### config.mk
export PLATFORM = sky130hd
export DESIGN_NAME = adpcm_sound
export DESIGN_NICKNAME = d
export VERILOG_FILES = /design/src/hw/adpcm_pkg.sv /design/src/hw/adpcm_decoder.sv /design/src/hw/adpcm_sound.sv /design/src/hw/adpcm_voice_ctrl.sv /design/src/hw/sample_rom_arbiter.sv
export VERILOG_INCLUDE_DIRS = /design/src /design/src/hw
export SDC_FILE = /design/constraint.sdc
export NUM_CORES = 1
export LEC_CHECK = 0
export BUFFER_PORTS_ARGS = -buffer_cell sky130_fd_sc_hd__buf_2
export CAP_MARGIN = 15
export CELL_PAD_IN_SITES_DETAIL_PLACEMENT = 0
export CELL_PAD_IN_SITES_GLOBAL_PLACEMENT = 2
export CORE_UTILIZATION = 35
export CTS_CLUSTER_SIZE = 28
export DETAILED_ROUTE_END_ITERATION = 6
export GPL_TIMING_DRIVEN = 0
export MAX_ROUTING_LAYER = met4
export PLACE_DENSITY_LB_ADDON = 0.1
export SLEW_MARGIN = 5
export SYNTH_ARGS = -nofsm -noshare
export SYNTH_HDL_FRONTEND = slang
export SYNTH_SLANG_ARGS = --single-unit
export TNS_END_PERCENT = 30
### constraint.sdc
create_clock -name clk -period 8.3 [get_ports clk]
set_input_delay 1.66 -clock clk [delete_from_list [all_inputs] [get_ports clk]]
set_output_delay 1.66 -clock clk [all_outputs]
set_load 0.05 [all_outputs]
### src/hw/adpcm_macros.svh
`ifndef ADPCM_MACROS_SVH
`define ADPCM_MACROS_SVH

// sample rom address, 32 KiB of bytes
`define ADPCM_ROM_AW 15
// one rom byte carries two codes
`define ADPCM_BYTE_W 8
`define ADPCM_CODE_W 4

// decoder precision per voice
`define ADPCM_SAMPLE_W 12
// mixed output to the dac
`define ADPCM_OUT_W 16

// oki step table
`define ADPCM_STEP_COUNT 49
`define ADPCM_IDX_W 6

// playback length in bytes, zero stands for 256
`define ADPCM_LEN_W 8

`endif

### src/hw/adpcm_pkg.sv
`include "adpcm_macros.svh"

package adpcm_pkg;

    // byte address into the shared sample rom
    typedef logic [`ADPCM_ROM_AW-1:0] rom_addr_t;

    // high nibble plays first
    typedef logic [`ADPCM_BYTE_W-1:0] rom_byte_t;

    // bit 3 sign, bits 2..0 magnitude
    typedef logic [`ADPCM_CODE_W-1:0] adpcm_code_t;

    // decoded voice signal
    typedef logic signed [`ADPCM_SAMPLE_W-1:0] pcm_sample_t;

    // mix of both voices, scaled by 8
    typedef logic signed [`ADPCM_OUT_W-1:0] snd_sample_t;

    // position in the step table, 0..48
    typedef logic [`ADPCM_IDX_W-1:0] step_index_t;

    // zero means a full 256 bytes
    typedef logic [`ADPCM_LEN_W-1:0] byte_count_t;

    // voice sequencer
    typedef enum logic [1:0] {
        IDLE,
        FETCH,
        PLAY_HIGH,
        PLAY_LOW
    } voice_state_e;

    // rom access owner
    typedef enum logic {
        ARB_IDLE,
        ARB_BUSY
    } arb_state_e;

endpackage

### src/hw/adpcm_decoder.sv
`timescale 1ns/1ns
`include "adpcm_macros.svh"

module adpcm_decoder
    import adpcm_pkg::*;
(
    input  logic        clk,
    input  logic        rst,
    input  logic        sample_tick,
    input  logic        code_strobe_0,
    input  adpcm_code_t code_0,
    input  logic        restart_0,
    input  logic        code_strobe_1,
    input  adpcm_code_t code_1,
    input  logic        restart_1,
    output snd_sample_t snd,
    output logic        snd_valid
);

    localparam int MAX_IDX = `ADPCM_STEP_COUNT - 1;
    localparam int SIG_MAX = (1 << (`ADPCM_SAMPLE_W - 1)) - 1;
    localparam int SIG_MIN = -(1 << (`ADPCM_SAMPLE_W - 1));

    // oki msm5205 step sizes
    localparam logic [10:0] STEP_TABLE [`ADPCM_STEP_COUNT] = '{
        16, 17, 19, 21, 23, 25, 28, 31, 34, 37, 41, 45, 50, 55, 60, 66,
        73, 80, 88, 97, 107, 118, 130, 143, 157, 173, 190, 209, 230, 253,
        279, 307, 337, 371, 408, 449, 494, 544, 598, 658, 724, 796, 876,
        963, 1060, 1166, 1282, 1411, 1552
    };

    // predictor state per voice
    pcm_sample_t signal_q [2];
    step_index_t index_q [2];

    // pipeline after a tick, ticks need at least 3 cycles between them
    logic        slot1_pend;
    logic        mix_pend;
    logic        pend_strobe_1;
    adpcm_code_t pend_code_1;

    // shared step unit
    logic                            unit_slot;
    logic                            unit_en;
    adpcm_code_t                     unit_code;
    pcm_sample_t                     unit_sig;
    step_index_t                     unit_idx;
    logic [10:0]                     step;
    logic [11:0]                     diff;
    logic signed [13:0]              sum_wide;
    logic signed [7:0]               idx_wide;
    pcm_sample_t                     next_sig;
    step_index_t                     next_idx;
    logic signed [`ADPCM_SAMPLE_W:0] mix_sum;

    // slot 0 straight from the tick, slot 1 one cycle later
    assign unit_slot = slot1_pend;
    assign unit_en   = slot1_pend ? pend_strobe_1 : (sample_tick & code_strobe_0);
    assign unit_code = slot1_pend ? pend_code_1 : code_0;
    assign unit_sig  = signal_q[unit_slot];
    assign unit_idx  = index_q[unit_slot];

    always_comb begin
        step = STEP_TABLE[unit_idx];
        // magnitude bits weight step/4, step/2, step on top of step/8
        diff = {4'b0000, step[10:3]};
        if (unit_code[0]) diff = diff + step[10:2];
        if (unit_code[1]) diff = diff + step[10:1];
        if (unit_code[2]) diff = diff + step;
        sum_wide = unit_sig;
        if (unit_code[3]) begin
            sum_wide = sum_wide - $signed({2'b00, diff});
        end else begin
            sum_wide = sum_wide + $signed({2'b00, diff});
        end
        // saturate to 12 bits
        if (sum_wide > SIG_MAX) begin
            next_sig = pcm_sample_t'(SIG_MAX);
        end else if (sum_wide < SIG_MIN) begin
            next_sig = pcm_sample_t'(SIG_MIN);
        end else begin
            next_sig = sum_wide[11:0];
        end
        // -1 for small codes, +2..+8 for large ones
        idx_wide = $signed({2'b00, unit_idx});
        if (unit_code[2]) begin
            idx_wide = idx_wide + 8'sd2 + $signed({5'b00000, unit_code[1:0], 1'b0});
        end else begin
            idx_wide = idx_wide - 8'sd1;
        end
        if (idx_wide < 0) begin
            next_idx = '0;
        end else if (idx_wide > MAX_IDX) begin
            next_idx = step_index_t'(MAX_IDX);
        end else begin
            next_idx = idx_wide[5:0];
        end
    end

    assign mix_sum = signal_q[0] + signal_q[1];

    always_ff @(posedge clk or posedge rst) begin
        if (rst) begin
            signal_q[0]   <= '0;
            signal_q[1]   <= '0;
            index_q[0]    <= '0;
            index_q[1]    <= '0;
            slot1_pend    <= 1'b0;
            mix_pend      <= 1'b0;
            pend_strobe_1 <= 1'b0;
            snd           <= '0;
            snd_valid     <= 1'b0;
        end else begin
            slot1_pend <= sample_tick;
            mix_pend   <= slot1_pend;
            snd_valid  <= mix_pend;
            if (sample_tick) begin
                pend_strobe_1 <= code_strobe_1;
            end
            if (unit_en) begin
                signal_q[unit_slot] <= next_sig;
                index_q[unit_slot]  <= next_idx;
            end
            // restart wins over an update
            if (restart_0) begin
                signal_q[0] <= '0;
                index_q[0]  <= '0;
            end
            if (restart_1) begin
                signal_q[1] <= '0;
                index_q[1]  <= '0;
            end
            // times 8, held until the next tick
            if (mix_pend) begin
                snd <= {mix_sum, 3'b000};
            end
        end
    end

    always_ff @(posedge clk) begin
        if (sample_tick) begin
            pend_code_1 <= code_1;
        end
    end

endmodule

### src/hw/adpcm_sound.sv
`timescale 1ns/1ns

module adpcm_sound
    import adpcm_pkg::*;
(
    input  logic        clk,
    input  logic        rst,
    input  logic        sample_tick,
    // voice 0 host side
    input  logic        cmd_valid_0,
    input  rom_addr_t   cmd_addr_0,
    input  byte_count_t cmd_len_0,
    output logic        cmd_ready_0,
    output logic        irq_0,
    input  logic        irq_ack_0,
    // voice 1 host side
    input  logic        cmd_valid_1,
    input  rom_addr_t   cmd_addr_1,
    input  byte_count_t cmd_len_1,
    output logic        cmd_ready_1,
    output logic        irq_1,
    input  logic        irq_ack_1,
    // shared sample rom
    output logic        rom_cs,
    output rom_addr_t   rom_addr,
    input  rom_byte_t   rom_data,
    input  logic        rom_ok,
    // mixed sound
    output snd_sample_t snd,
    output logic        snd_valid
);

    logic        fetch_valid_0;
    logic        fetch_valid_1;
    rom_addr_t   fetch_addr_0;
    rom_addr_t   fetch_addr_1;
    logic        fetch_ready_0;
    logic        fetch_ready_1;
    logic        code_strobe_0;
    logic        code_strobe_1;
    adpcm_code_t code_0;
    adpcm_code_t code_1;
    logic        restart_0;
    logic        restart_1;

    adpcm_voice_ctrl u_voice0 (
        .clk         (clk),
        .rst         (rst),
        .sample_tick (sample_tick),
        .cmd_valid   (cmd_valid_0),
        .cmd_addr    (cmd_addr_0),
        .cmd_len     (cmd_len_0),
        .cmd_ready   (cmd_ready_0),
        .fetch_valid (fetch_valid_0),
        .fetch_addr  (fetch_addr_0),
        .fetch_ready (fetch_ready_0),
        // rom data fans out, only the granted voice latches it
        .rom_data    (rom_data),
        .code_strobe (code_strobe_0),
        .code        (code_0),
        .restart     (restart_0),
        .irq         (irq_0),
        .irq_ack     (irq_ack_0)
    );

    adpcm_voice_ctrl u_voice1 (
        .clk         (clk),
        .rst         (rst),
        .sample_tick (sample_tick),
        .cmd_valid   (cmd_valid_1),
        .cmd_addr    (cmd_addr_1),
        .cmd_len     (cmd_len_1),
        .cmd_ready   (cmd_ready_1),
        .fetch_valid (fetch_valid_1),
        .fetch_addr  (fetch_addr_1),
        .fetch_ready (fetch_ready_1),
        .rom_data    (rom_data),
        .code_strobe (code_strobe_1),
        .code        (code_1),
        .restart     (restart_1),
        .irq         (irq_1),
        .irq_ack     (irq_ack_1)
    );

    sample_rom_arbiter u_arbiter (
        .clk           (clk),
        .rst           (rst),
        .fetch_valid_0 (fetch_valid_0),
        .fetch_addr_0  (fetch_addr_0),
        .fetch_ready_0 (fetch_ready_0),
        .fetch_valid_1 (fetch_valid_1),
        .fetch_addr_1  (fetch_addr_1),
        .fetch_ready_1 (fetch_ready_1),
        .rom_cs        (rom_cs),
        .rom_addr      (rom_addr),
        .rom_ok        (rom_ok)
    );

    adpcm_decoder u_decoder (
        .clk           (clk),
        .rst           (rst),
        .sample_tick   (sample_tick),
        .code_strobe_0 (code_strobe_0),
        .code_0        (code_0),
        .restart_0     (restart_0),
        .code_strobe_1 (code_strobe_1),
        .code_1        (code_1),
        .restart_1     (restart_1),
        .snd           (snd),
        .snd_valid     (snd_valid)
    );

endmodule

### src/hw/adpcm_voice_ctrl.sv
`timescale 1ns/1ns
`include "adpcm_macros.svh"

module adpcm_voice_ctrl
    import adpcm_pkg::*;
(
    input  logic        clk,
    input  logic        rst,
    input  logic        sample_tick,
    // host command
    input  logic        cmd_valid,
    input  rom_addr_t   cmd_addr,
    input  byte_count_t cmd_len,
    output logic        cmd_ready,
    // byte fetch through the arbiter
    output logic        fetch_valid,
    output rom_addr_t   fetch_addr,
    input  logic        fetch_ready,
    input  rom_byte_t   rom_data,
    // codes to the decoder
    output logic        code_strobe,
    output adpcm_code_t code,
    output logic        restart,
    // end of playback
    output logic        irq,
    input  logic        irq_ack
);

    voice_state_e          state;
    rom_byte_t             data_buf;
    logic                  buf_valid;
    adpcm_code_t           low_nib;
    // bytes not fetched yet, one extra bit for 256
    logic [`ADPCM_LEN_W:0] fetch_left;
    logic                  accept;
    logic                  have_byte;

    assign cmd_ready = (state == IDLE);
    assign accept    = cmd_valid & cmd_ready;
    // a byte landing this cycle counts as buffered
    assign have_byte = buf_valid | fetch_ready;

    // codes leave on the tick itself
    assign code_strobe = sample_tick & ((state == PLAY_HIGH) | (state == PLAY_LOW));
    assign code        = (state == PLAY_HIGH) ? data_buf[7:4] : low_nib;

    always_ff @(posedge clk or posedge rst) begin
        if (rst) begin
            state       <= IDLE;
            fetch_valid <= 1'b0;
            buf_valid   <= 1'b0;
            fetch_left  <= '0;
            restart     <= 1'b0;
            irq         <= 1'b0;
        end else begin
            // decoder clears this slot one cycle after accept
            restart <= accept;
            if (irq_ack) begin
                irq <= 1'b0;
            end
            if (fetch_ready) begin
                buf_valid   <= 1'b1;
                fetch_valid <= 1'b0;
                fetch_left  <= fetch_left - 1'b1;
            end
            case (state)
                IDLE: begin
                    if (accept) begin
                        state       <= FETCH;
                        fetch_valid <= 1'b1;
                        fetch_left  <= {cmd_len == '0, cmd_len};
                        buf_valid   <= 1'b0;
                        irq         <= 1'b0;
                    end
                end
                FETCH: begin
                    // waiting for a byte, ticks here are underruns
                    if (have_byte) begin
                        state <= PLAY_HIGH;
                    end
                end
                PLAY_HIGH: begin
                    if (sample_tick) begin
                        state     <= PLAY_LOW;
                        buf_valid <= 1'b0;
                        // prefetch while the low nibble waits
                        fetch_valid <= (fetch_left != '0);
                    end
                end
                PLAY_LOW: begin
                    if (sample_tick) begin
                        if (have_byte) begin
                            state <= PLAY_HIGH;
                        end else if (fetch_left == '0) begin
                            // last code gone
                            state <= IDLE;
                            irq   <= 1'b1;
                        end else begin
                            state <= FETCH;
                        end
                    end
                end
                default: state <= IDLE;
            endcase
        end
    end

    // payload, no reset
    always_ff @(posedge clk) begin
        if (fetch_ready) begin
            data_buf <= rom_data;
        end
        if (accept) begin
            fetch_addr <= cmd_addr;
        end else if (fetch_ready) begin
            fetch_addr <= fetch_addr + 1'b1;
        end
        // keep low nibble so the buffer is free for prefetch
        if (sample_tick && state == PLAY_HIGH) begin
            low_nib <= data_buf[3:0];
        end
    end

endmodule

### src/hw/sample_rom_arbiter.sv
`timescale 1ns/1ns

module sample_rom_arbiter
    import adpcm_pkg::*;
(
    input  logic      clk,
    input  logic      rst,
    // voice 0 requester
    input  logic      fetch_valid_0,
    input  rom_addr_t fetch_addr_0,
    output logic      fetch_ready_0,
    // voice 1 requester
    input  logic      fetch_valid_1,
    input  rom_addr_t fetch_addr_1,
    output logic      fetch_ready_1,
    // rom side, cs held until ok
    output logic      rom_cs,
    output rom_addr_t rom_addr,
    input  logic      rom_ok
);

    arb_state_e state;
    // voice owning the access in flight
    logic       grant;
    // voice served by the previous access
    logic       last;
    logic       pick;
    logic       any_req;

    assign any_req = fetch_valid_0 | fetch_valid_1;
    // both waiting: the other one goes first
    assign pick = (fetch_valid_0 & fetch_valid_1) ? ~last : fetch_valid_1;

    assign rom_cs = (state == ARB_BUSY);

    // ok strobe routed to the owner only
    assign fetch_ready_0 = rom_cs & rom_ok & ~grant;
    assign fetch_ready_1 = rom_cs & rom_ok & grant;

    always_ff @(posedge clk or posedge rst) begin
        if (rst) begin
            state <= ARB_IDLE;
            grant <= 1'b0;
            // voice 0 wins the first tie
            last  <= 1'b1;
        end else begin
            case (state)
                ARB_IDLE: begin
                    if (any_req) begin
                        state <= ARB_BUSY;
                        grant <= pick;
                    end
                end
                ARB_BUSY: begin
                    // latency is open ended
                    if (rom_ok) begin
                        state <= ARB_IDLE;
                        last  <= grant;
                    end
                end
                default: state <= ARB_IDLE;
            endcase
        end
    end

    // address latched at grant, stable until ok
    always_ff @(posedge clk) begin
        if (state == ARB_IDLE && any_req) begin
            rom_addr <= pick ? fetch_addr_1 : fetch_addr_0;
        end
    end

endmodule

==> reports/qor.csv, run 1 <==
metric;value;unit
firstDrtPassIters;5;
grt_pass1_vias;10500;
yosys_most_used_dff;dfrtp_1;
antenna_found_initial;3;
grt_overflow_total;0;
async_reset_ff_frac;0.541;
drv_slew;0;
cts_hold_buffers;0;
synth_top_area_frac;0.184;
final_cells;1978;
status;finished, violations left;
fin_crit_sh;1.00;
synth_cells;1314;
fillCellCount;3321;
cts_buffers;17;
dpl.hpwl;27900;um
synth_edf_count;73;
drt_iter0_drc;542;
grt_max_degree;50;
preCtsSetupSlack;-2.22;ns
core_area;33500;um2
ys_ff_latch;159;
max_freq;0.120;GHz
cts.htree.levels;4;
cts_max_path_buffers;2;
nets;1664;
drt-total-wl;37700;um
setup_viol;2;
arrival;8.66;ns
rsz0062_at_grt;true;
yosysMostFrequentCell;nand2_1;
crit_top_cell;ha_4;
post-place-cells;1862;
timing_worst_setup_path_type;flip-flop to flip-flop;
fin_ws;-0.0207;ns
clk_latency;0.43;ns
slew_headroom;0.216;
cp_slowest_cell;mux4_2;
grtUsageTotal;0.222;
clkSinkCount;159;
io_pins;99;
grt_pass1_wl;59200;um
synth_top_area_cell;edfxtp_1;
die-width;187;um
maxCapViolations;0;
drc_errors;0;
synth_area;11900;um2
area_growth;30.2;%
crit_path_max_incr_delay;0.48;ns
drive_gt1_frac;0.308;
yosys_warnings;0;
yosys-top-cells-area;edfxtp_1 18%, dfrtp_1 18%, ha_1 8.6%;
wire_per_inst;19.1;um
required;8.64;ns
rows;67;
violations;setup timing;
cts-root-buf;clkbuf_16;
syn_area_per_cell;9.07;um2
period_minus_slack;8.32;ns
synth.cells.most_frequent;157 x nand2_1, 103 x nor2_1, 102 x o21ai_0;
die-area;34800;um2
tritoncts;done;
crit_path_max_fanout;6;
vias_per_cell;5.37;
tightest_slew;1.17;ns
finClkSkew;0.00824;ns
startpoint_type;flip-flop;
cp-end-kind;flip-flop;
drtAntennaViolNets;0;
portBuffers;95;
chipHeight;187;um
cts.reportedPaths.clkPinSlew;0.07;ns
hold_viol_final;0;
initial_core_util;0.355;
synth_cell_types;84;
vias;10600;
yosysSeqAreaShare;0.365;
min_path_type;flip-flop to flip-flop;
globalplace.congestion;0.879;
-- timing repair --
action	4_1_cts	5_1_grt
gates resized for setup	168	90
cloned	1	2
setup buffers	66	14
setup endpoints to repair	24	24
hold endpoints to repair	0	0
pin swaps	72	55
-- state kept, by name, indices dropped and copies added (netlist names), 8 cells and up --
signal,flops
u_decoder.snd,13
u_arbiter.rom_addr,15
u_voice1.fetch_addr,15
u_decoder.signal_q,24
u_voice1.data_buf,8
u_voice0.fetch_addr,15
u_voice1.fetch_left,9
u_voice0.fetch_left,9
u_voice0.data_buf,8
u_decoder.index_q,12
-- critical path: cells and delay by family (launching register included) --
kind | cells | cell delay, ns
compound gates | 14 | 2.55
simple gates | 6 | 1.23
fa+ha+maj | 5 | 1.22
mux | 4 | 1.18
buf+inv | 8 | 1.14
xor+xnor | 2 | 0.44
flops | 1 | 0.39
-- placed cells by master, fill, tap and decap left out, types with 15 or more instances in the layout --
cell	n
buf_4	71
edfxtp_1	73
nand2_1	153
a21o_1	19
ha_1	54
nand2b_1	16
a21oi_1	58
dfrtp_1	85
mux2_2	41
ha_4	23
nor2_1	97
nand3_1	33
clkbuf_16	18
xor2_1	31
inv_1	43
nor3_1	18
o21ai_0	87
xnor2_1	52
o211ai_1	22
buf_2	105
buf_6	15
clkbuf_1	26
-- final cells by class --
class | count | area [um2] | area share
Timing Repair Buffer | 178 | 1210 | 0.0779
Tap cell | 448 | 561 | 0.0361
Sequential cell | 159 | 4350 | 0.280
Buffer | 56 | 330 | 0.0213
Clock buffer | 17 | 425 | 0.0274
Antenna cell | 3 | 7.51 | 0.000484
Clock inverter | 15 | 148 | 0.00952
Multi-Input combinational cell | 1045 | 8270 | 0.533
Inverter | 57 | 224 | 0.0144
-- routing by layer --
| layer | part of all wire | global-route usage | routed length [um] |
|---|---|---|---|
| met1 | 0.47 | 0.295 | 17900 |
| met2 | 0.47 | 0.353 | 17700 |
| met3 | 0.042 | 0.0393 | 1570 |
| met4 | 0.014 | 0.0495 | 539 |
| met5 | 0 | - | 0 |
-- cell families after synthesis --
group	after synthesis	synth area share
adder cells (fa/ha/maj)	88	0.0961
AO/OA/AOI/OAI	366	0.205
AND/OR/NAND/NOR	435	0.168
multiplexers	67	0.0637
flip-flops	159	0.365
other	1	0.000315
XOR/XNOR	85	0.0625
buffers and inverters	113	0.0395
-- worst paths after layout --
kind	start	end	slack [ns]	cells past startpoint
max reg2reg	u_decoder.slot1_pend	u_decoder.signal_q[12]	-0.02	39
max in group asynchronous	rst	u_voice0.fetch_valid	6.37	3
max	u_decoder.slot1_pend	u_decoder.signal_q[12]	-0.02	39
min reg2reg	u_voice1.data_buf[0]	u_voice1.low_nib[0]	0.42	0
min in group asynchronous	rst	u_decoder.signal_q[11]	1.28	2
min	u_voice1.data_buf[0]	u_voice1.low_nib[0]	0.42	0
-- through the flow --
stage	setup TNS, ns	hold WS (ns)	utilization	instance area, um2
2_1_floorplan	0	0.374	-	12000
3_3_place_gp	-50.25	0.383	0.388	13000
3_5_place_dp	-48.75	0.387	0.390	13100
4_1_cts	0	0.425	0.448	15000
5_1_grt	-7.16	0.436	0.463	15500
6_report	-0.0396	0.423	0.463	15500
Power of run 1 is not shown: default switching activity piles up to over one toggle a cycle in this logic, so the estimate is an artifact.
==> inputs of run 2 (changes only) <==
PLACE_DENSITY = 0.76   (was default)
PLACE_DENSITY_LB_ADDON = default   (was 0.1)
==> reports/qor.csv, run 2 (synthesis results as in run 1) <==
metric;value;unit;change
die-width;187;um;unchanged
arrival;8.60;ns;-0.06 ns
antenna_found_initial;8;;+5
cts_max_path_buffers;2;;unchanged
setup_viol;12;;+10
crit_path_max_fanout;8;;+2
drtAntennaViolNets;0;;unchanged
cp-end-kind;flip-flop;;
vias_per_cell;5.36;;-0.22%
hold_viol_final;0;;unchanged
grt_pass1_wl;58200;um;-1.8%
timing_worst_setup_path_type;flip-flop to flip-flop;;
place_area;13100;um2;about the same
initial_core_util;0.355;;unchanged
chipHeight;187;um;unchanged
cts.reportedPaths.clkPinSlew;0.07;ns;about the same
drv_slew;0;;unchanged
fin_ws;-0.0234;ns;-0.00272 ns
tritoncts;done;;
min_path_type;flip-flop to flip-flop;;
crit_path_max_incr_delay;0.41;ns;-0.07 ns
io_pins;99;;unchanged
grtUsageTotal;0.217;;-0.00543
grt_pass1_vias;10500;;+0.48%
drive_gt1_frac;0.307;;-0.00115
area_growth;29.9;%;
firstDrtPassIters;5;;unchanged
cts_buffers;17;;unchanged
maxCapViolations;0;;unchanged
drc_errors;0;;unchanged
startpoint;u_decoder.slot1_pend;;
wire_per_inst;18.5;um;-3.1%
fin_crit_sh;1.00;;about the same
cts-root-buf;clkbuf_16;;
slew_headroom;0.330;;+0.115
max_freq;0.120;GHz;about the same
required;8.58;ns;-0.06 ns
clkSinkCount;159;;unchanged
globalplace.congestion;0.849;;-3.5%
cp_top_family;compound AO/OA/AOI/OAI gates;;
rows;67;;unchanged
grt_overflow_total;0;;unchanged
startpoint_type;flip-flop;;
tns;-0.137;ns;-0.0978 ns
final_area;15500;um2;-0.18%
cts.htree.levels;4;;unchanged
final_cell_mix;152 x nand2_1, 105 x buf_2, 100 x nor2_1;;
nets;1673;;+0.54%
clk_latency;0.44;ns;about the same
portBuffers;95;;unchanged
crit_top_cell;or2_4;;
vias;10700;;+0.49%
r2r-start;u_decoder.slot1_pend;;
hp-start;u_voice0.data_buf[2];;
core_area;33500;um2;unchanged
cts_hold_buffers;0;;unchanged
status;finished, violations left;;
regMostFlops;u_decoder.signal_q;;
final_common_cell;nand2_1;;
rsz0062_at_grt;true;;
grt_max_degree;51;;+2.0%
path_buf_inv;5;;-3
largest_reg_flops;24;;unchanged
drt_iter0_drc;721;;+33%
violations;setup timing;;
tightest_slew;1.00;ns;-0.167 ns
cp_slowest_cell;a2111o_1;;
drt-total-wl;36800;um;-2.5%
die-area;34800;um2;unchanged
finClkSkew;0.0143;ns;+0.00605 ns
period_minus_slack;8.32;ns;+0.00272 ns
dpl.hpwl;26800;um;-3.9%
## run 2: area by class of cell
type	instances	area [um2]
diodes	8	20.0
plain buffers	56	333
clock buffers	18	439
clock inverters	14	139
fillers	3242	18000
inverters	57	221
multi-input cells	1045	8180
flip-flops and latches	159	4350
well taps	448	561
repair buffers	187	1250
## run 2: path summary, 6_finish.rpt
| check | end | slack, ns | cells past startpoint |
|---|---|---|---|
| max in group asynchronous | u_decoder.index_q[10] | 6.39 | 3 |
| worst min register to register | u_voice0.low_nib[2] | 0.42 | 0 |
| min in group asynchronous | u_voice1.fetch_left[1] | 1.27 | 2 |
| worst max register to register | u_decoder.signal_q[21] | -0.02 | 38 |
| worst max-delay path | u_decoder.signal_q[21] | -0.02 | 38 |
| worst min-delay path | u_voice0.low_nib[2] | 0.42 | 0 |
## run 2: per-layer routing
metal | global-route usage | routed length, um | part of all wire | vias up
met5 | - | 0 | 0 | -
met4 | 0.0489 | 470 | 0.013 | 0
met3 | 0.0404 | 1990 | 0.054 | 36
met2 | 0.338 | 17100 | 0.46 | 268
met1 | 0.292 | 17300 | 0.47 | 5127
li1 | - | - | - | 5243
## run 2: per-stage QoR
stage	hold WS, ns	util	instances	setup WS, ns
global placement	0.381	0.388	1859	-2.11
global route	0.429	0.462	1992	-0.360
detailed placement	0.392	0.389	1861	-2.11
CTS	0.423	0.449	1969	-0.00416
floorplan	0.374	-	1316	0.0267
finish	0.422	0.462	1992	-0.0234
## run 2: repair_timing
action / CTS / global route
setup endpoints to repair: 24 / 24
resized for setup: 170 / 66
gates cloned: 2 / 1
buffers inserted: 74 / 13
pin swaps: 81 / 35
Power of run 2 is left out for the same reason.
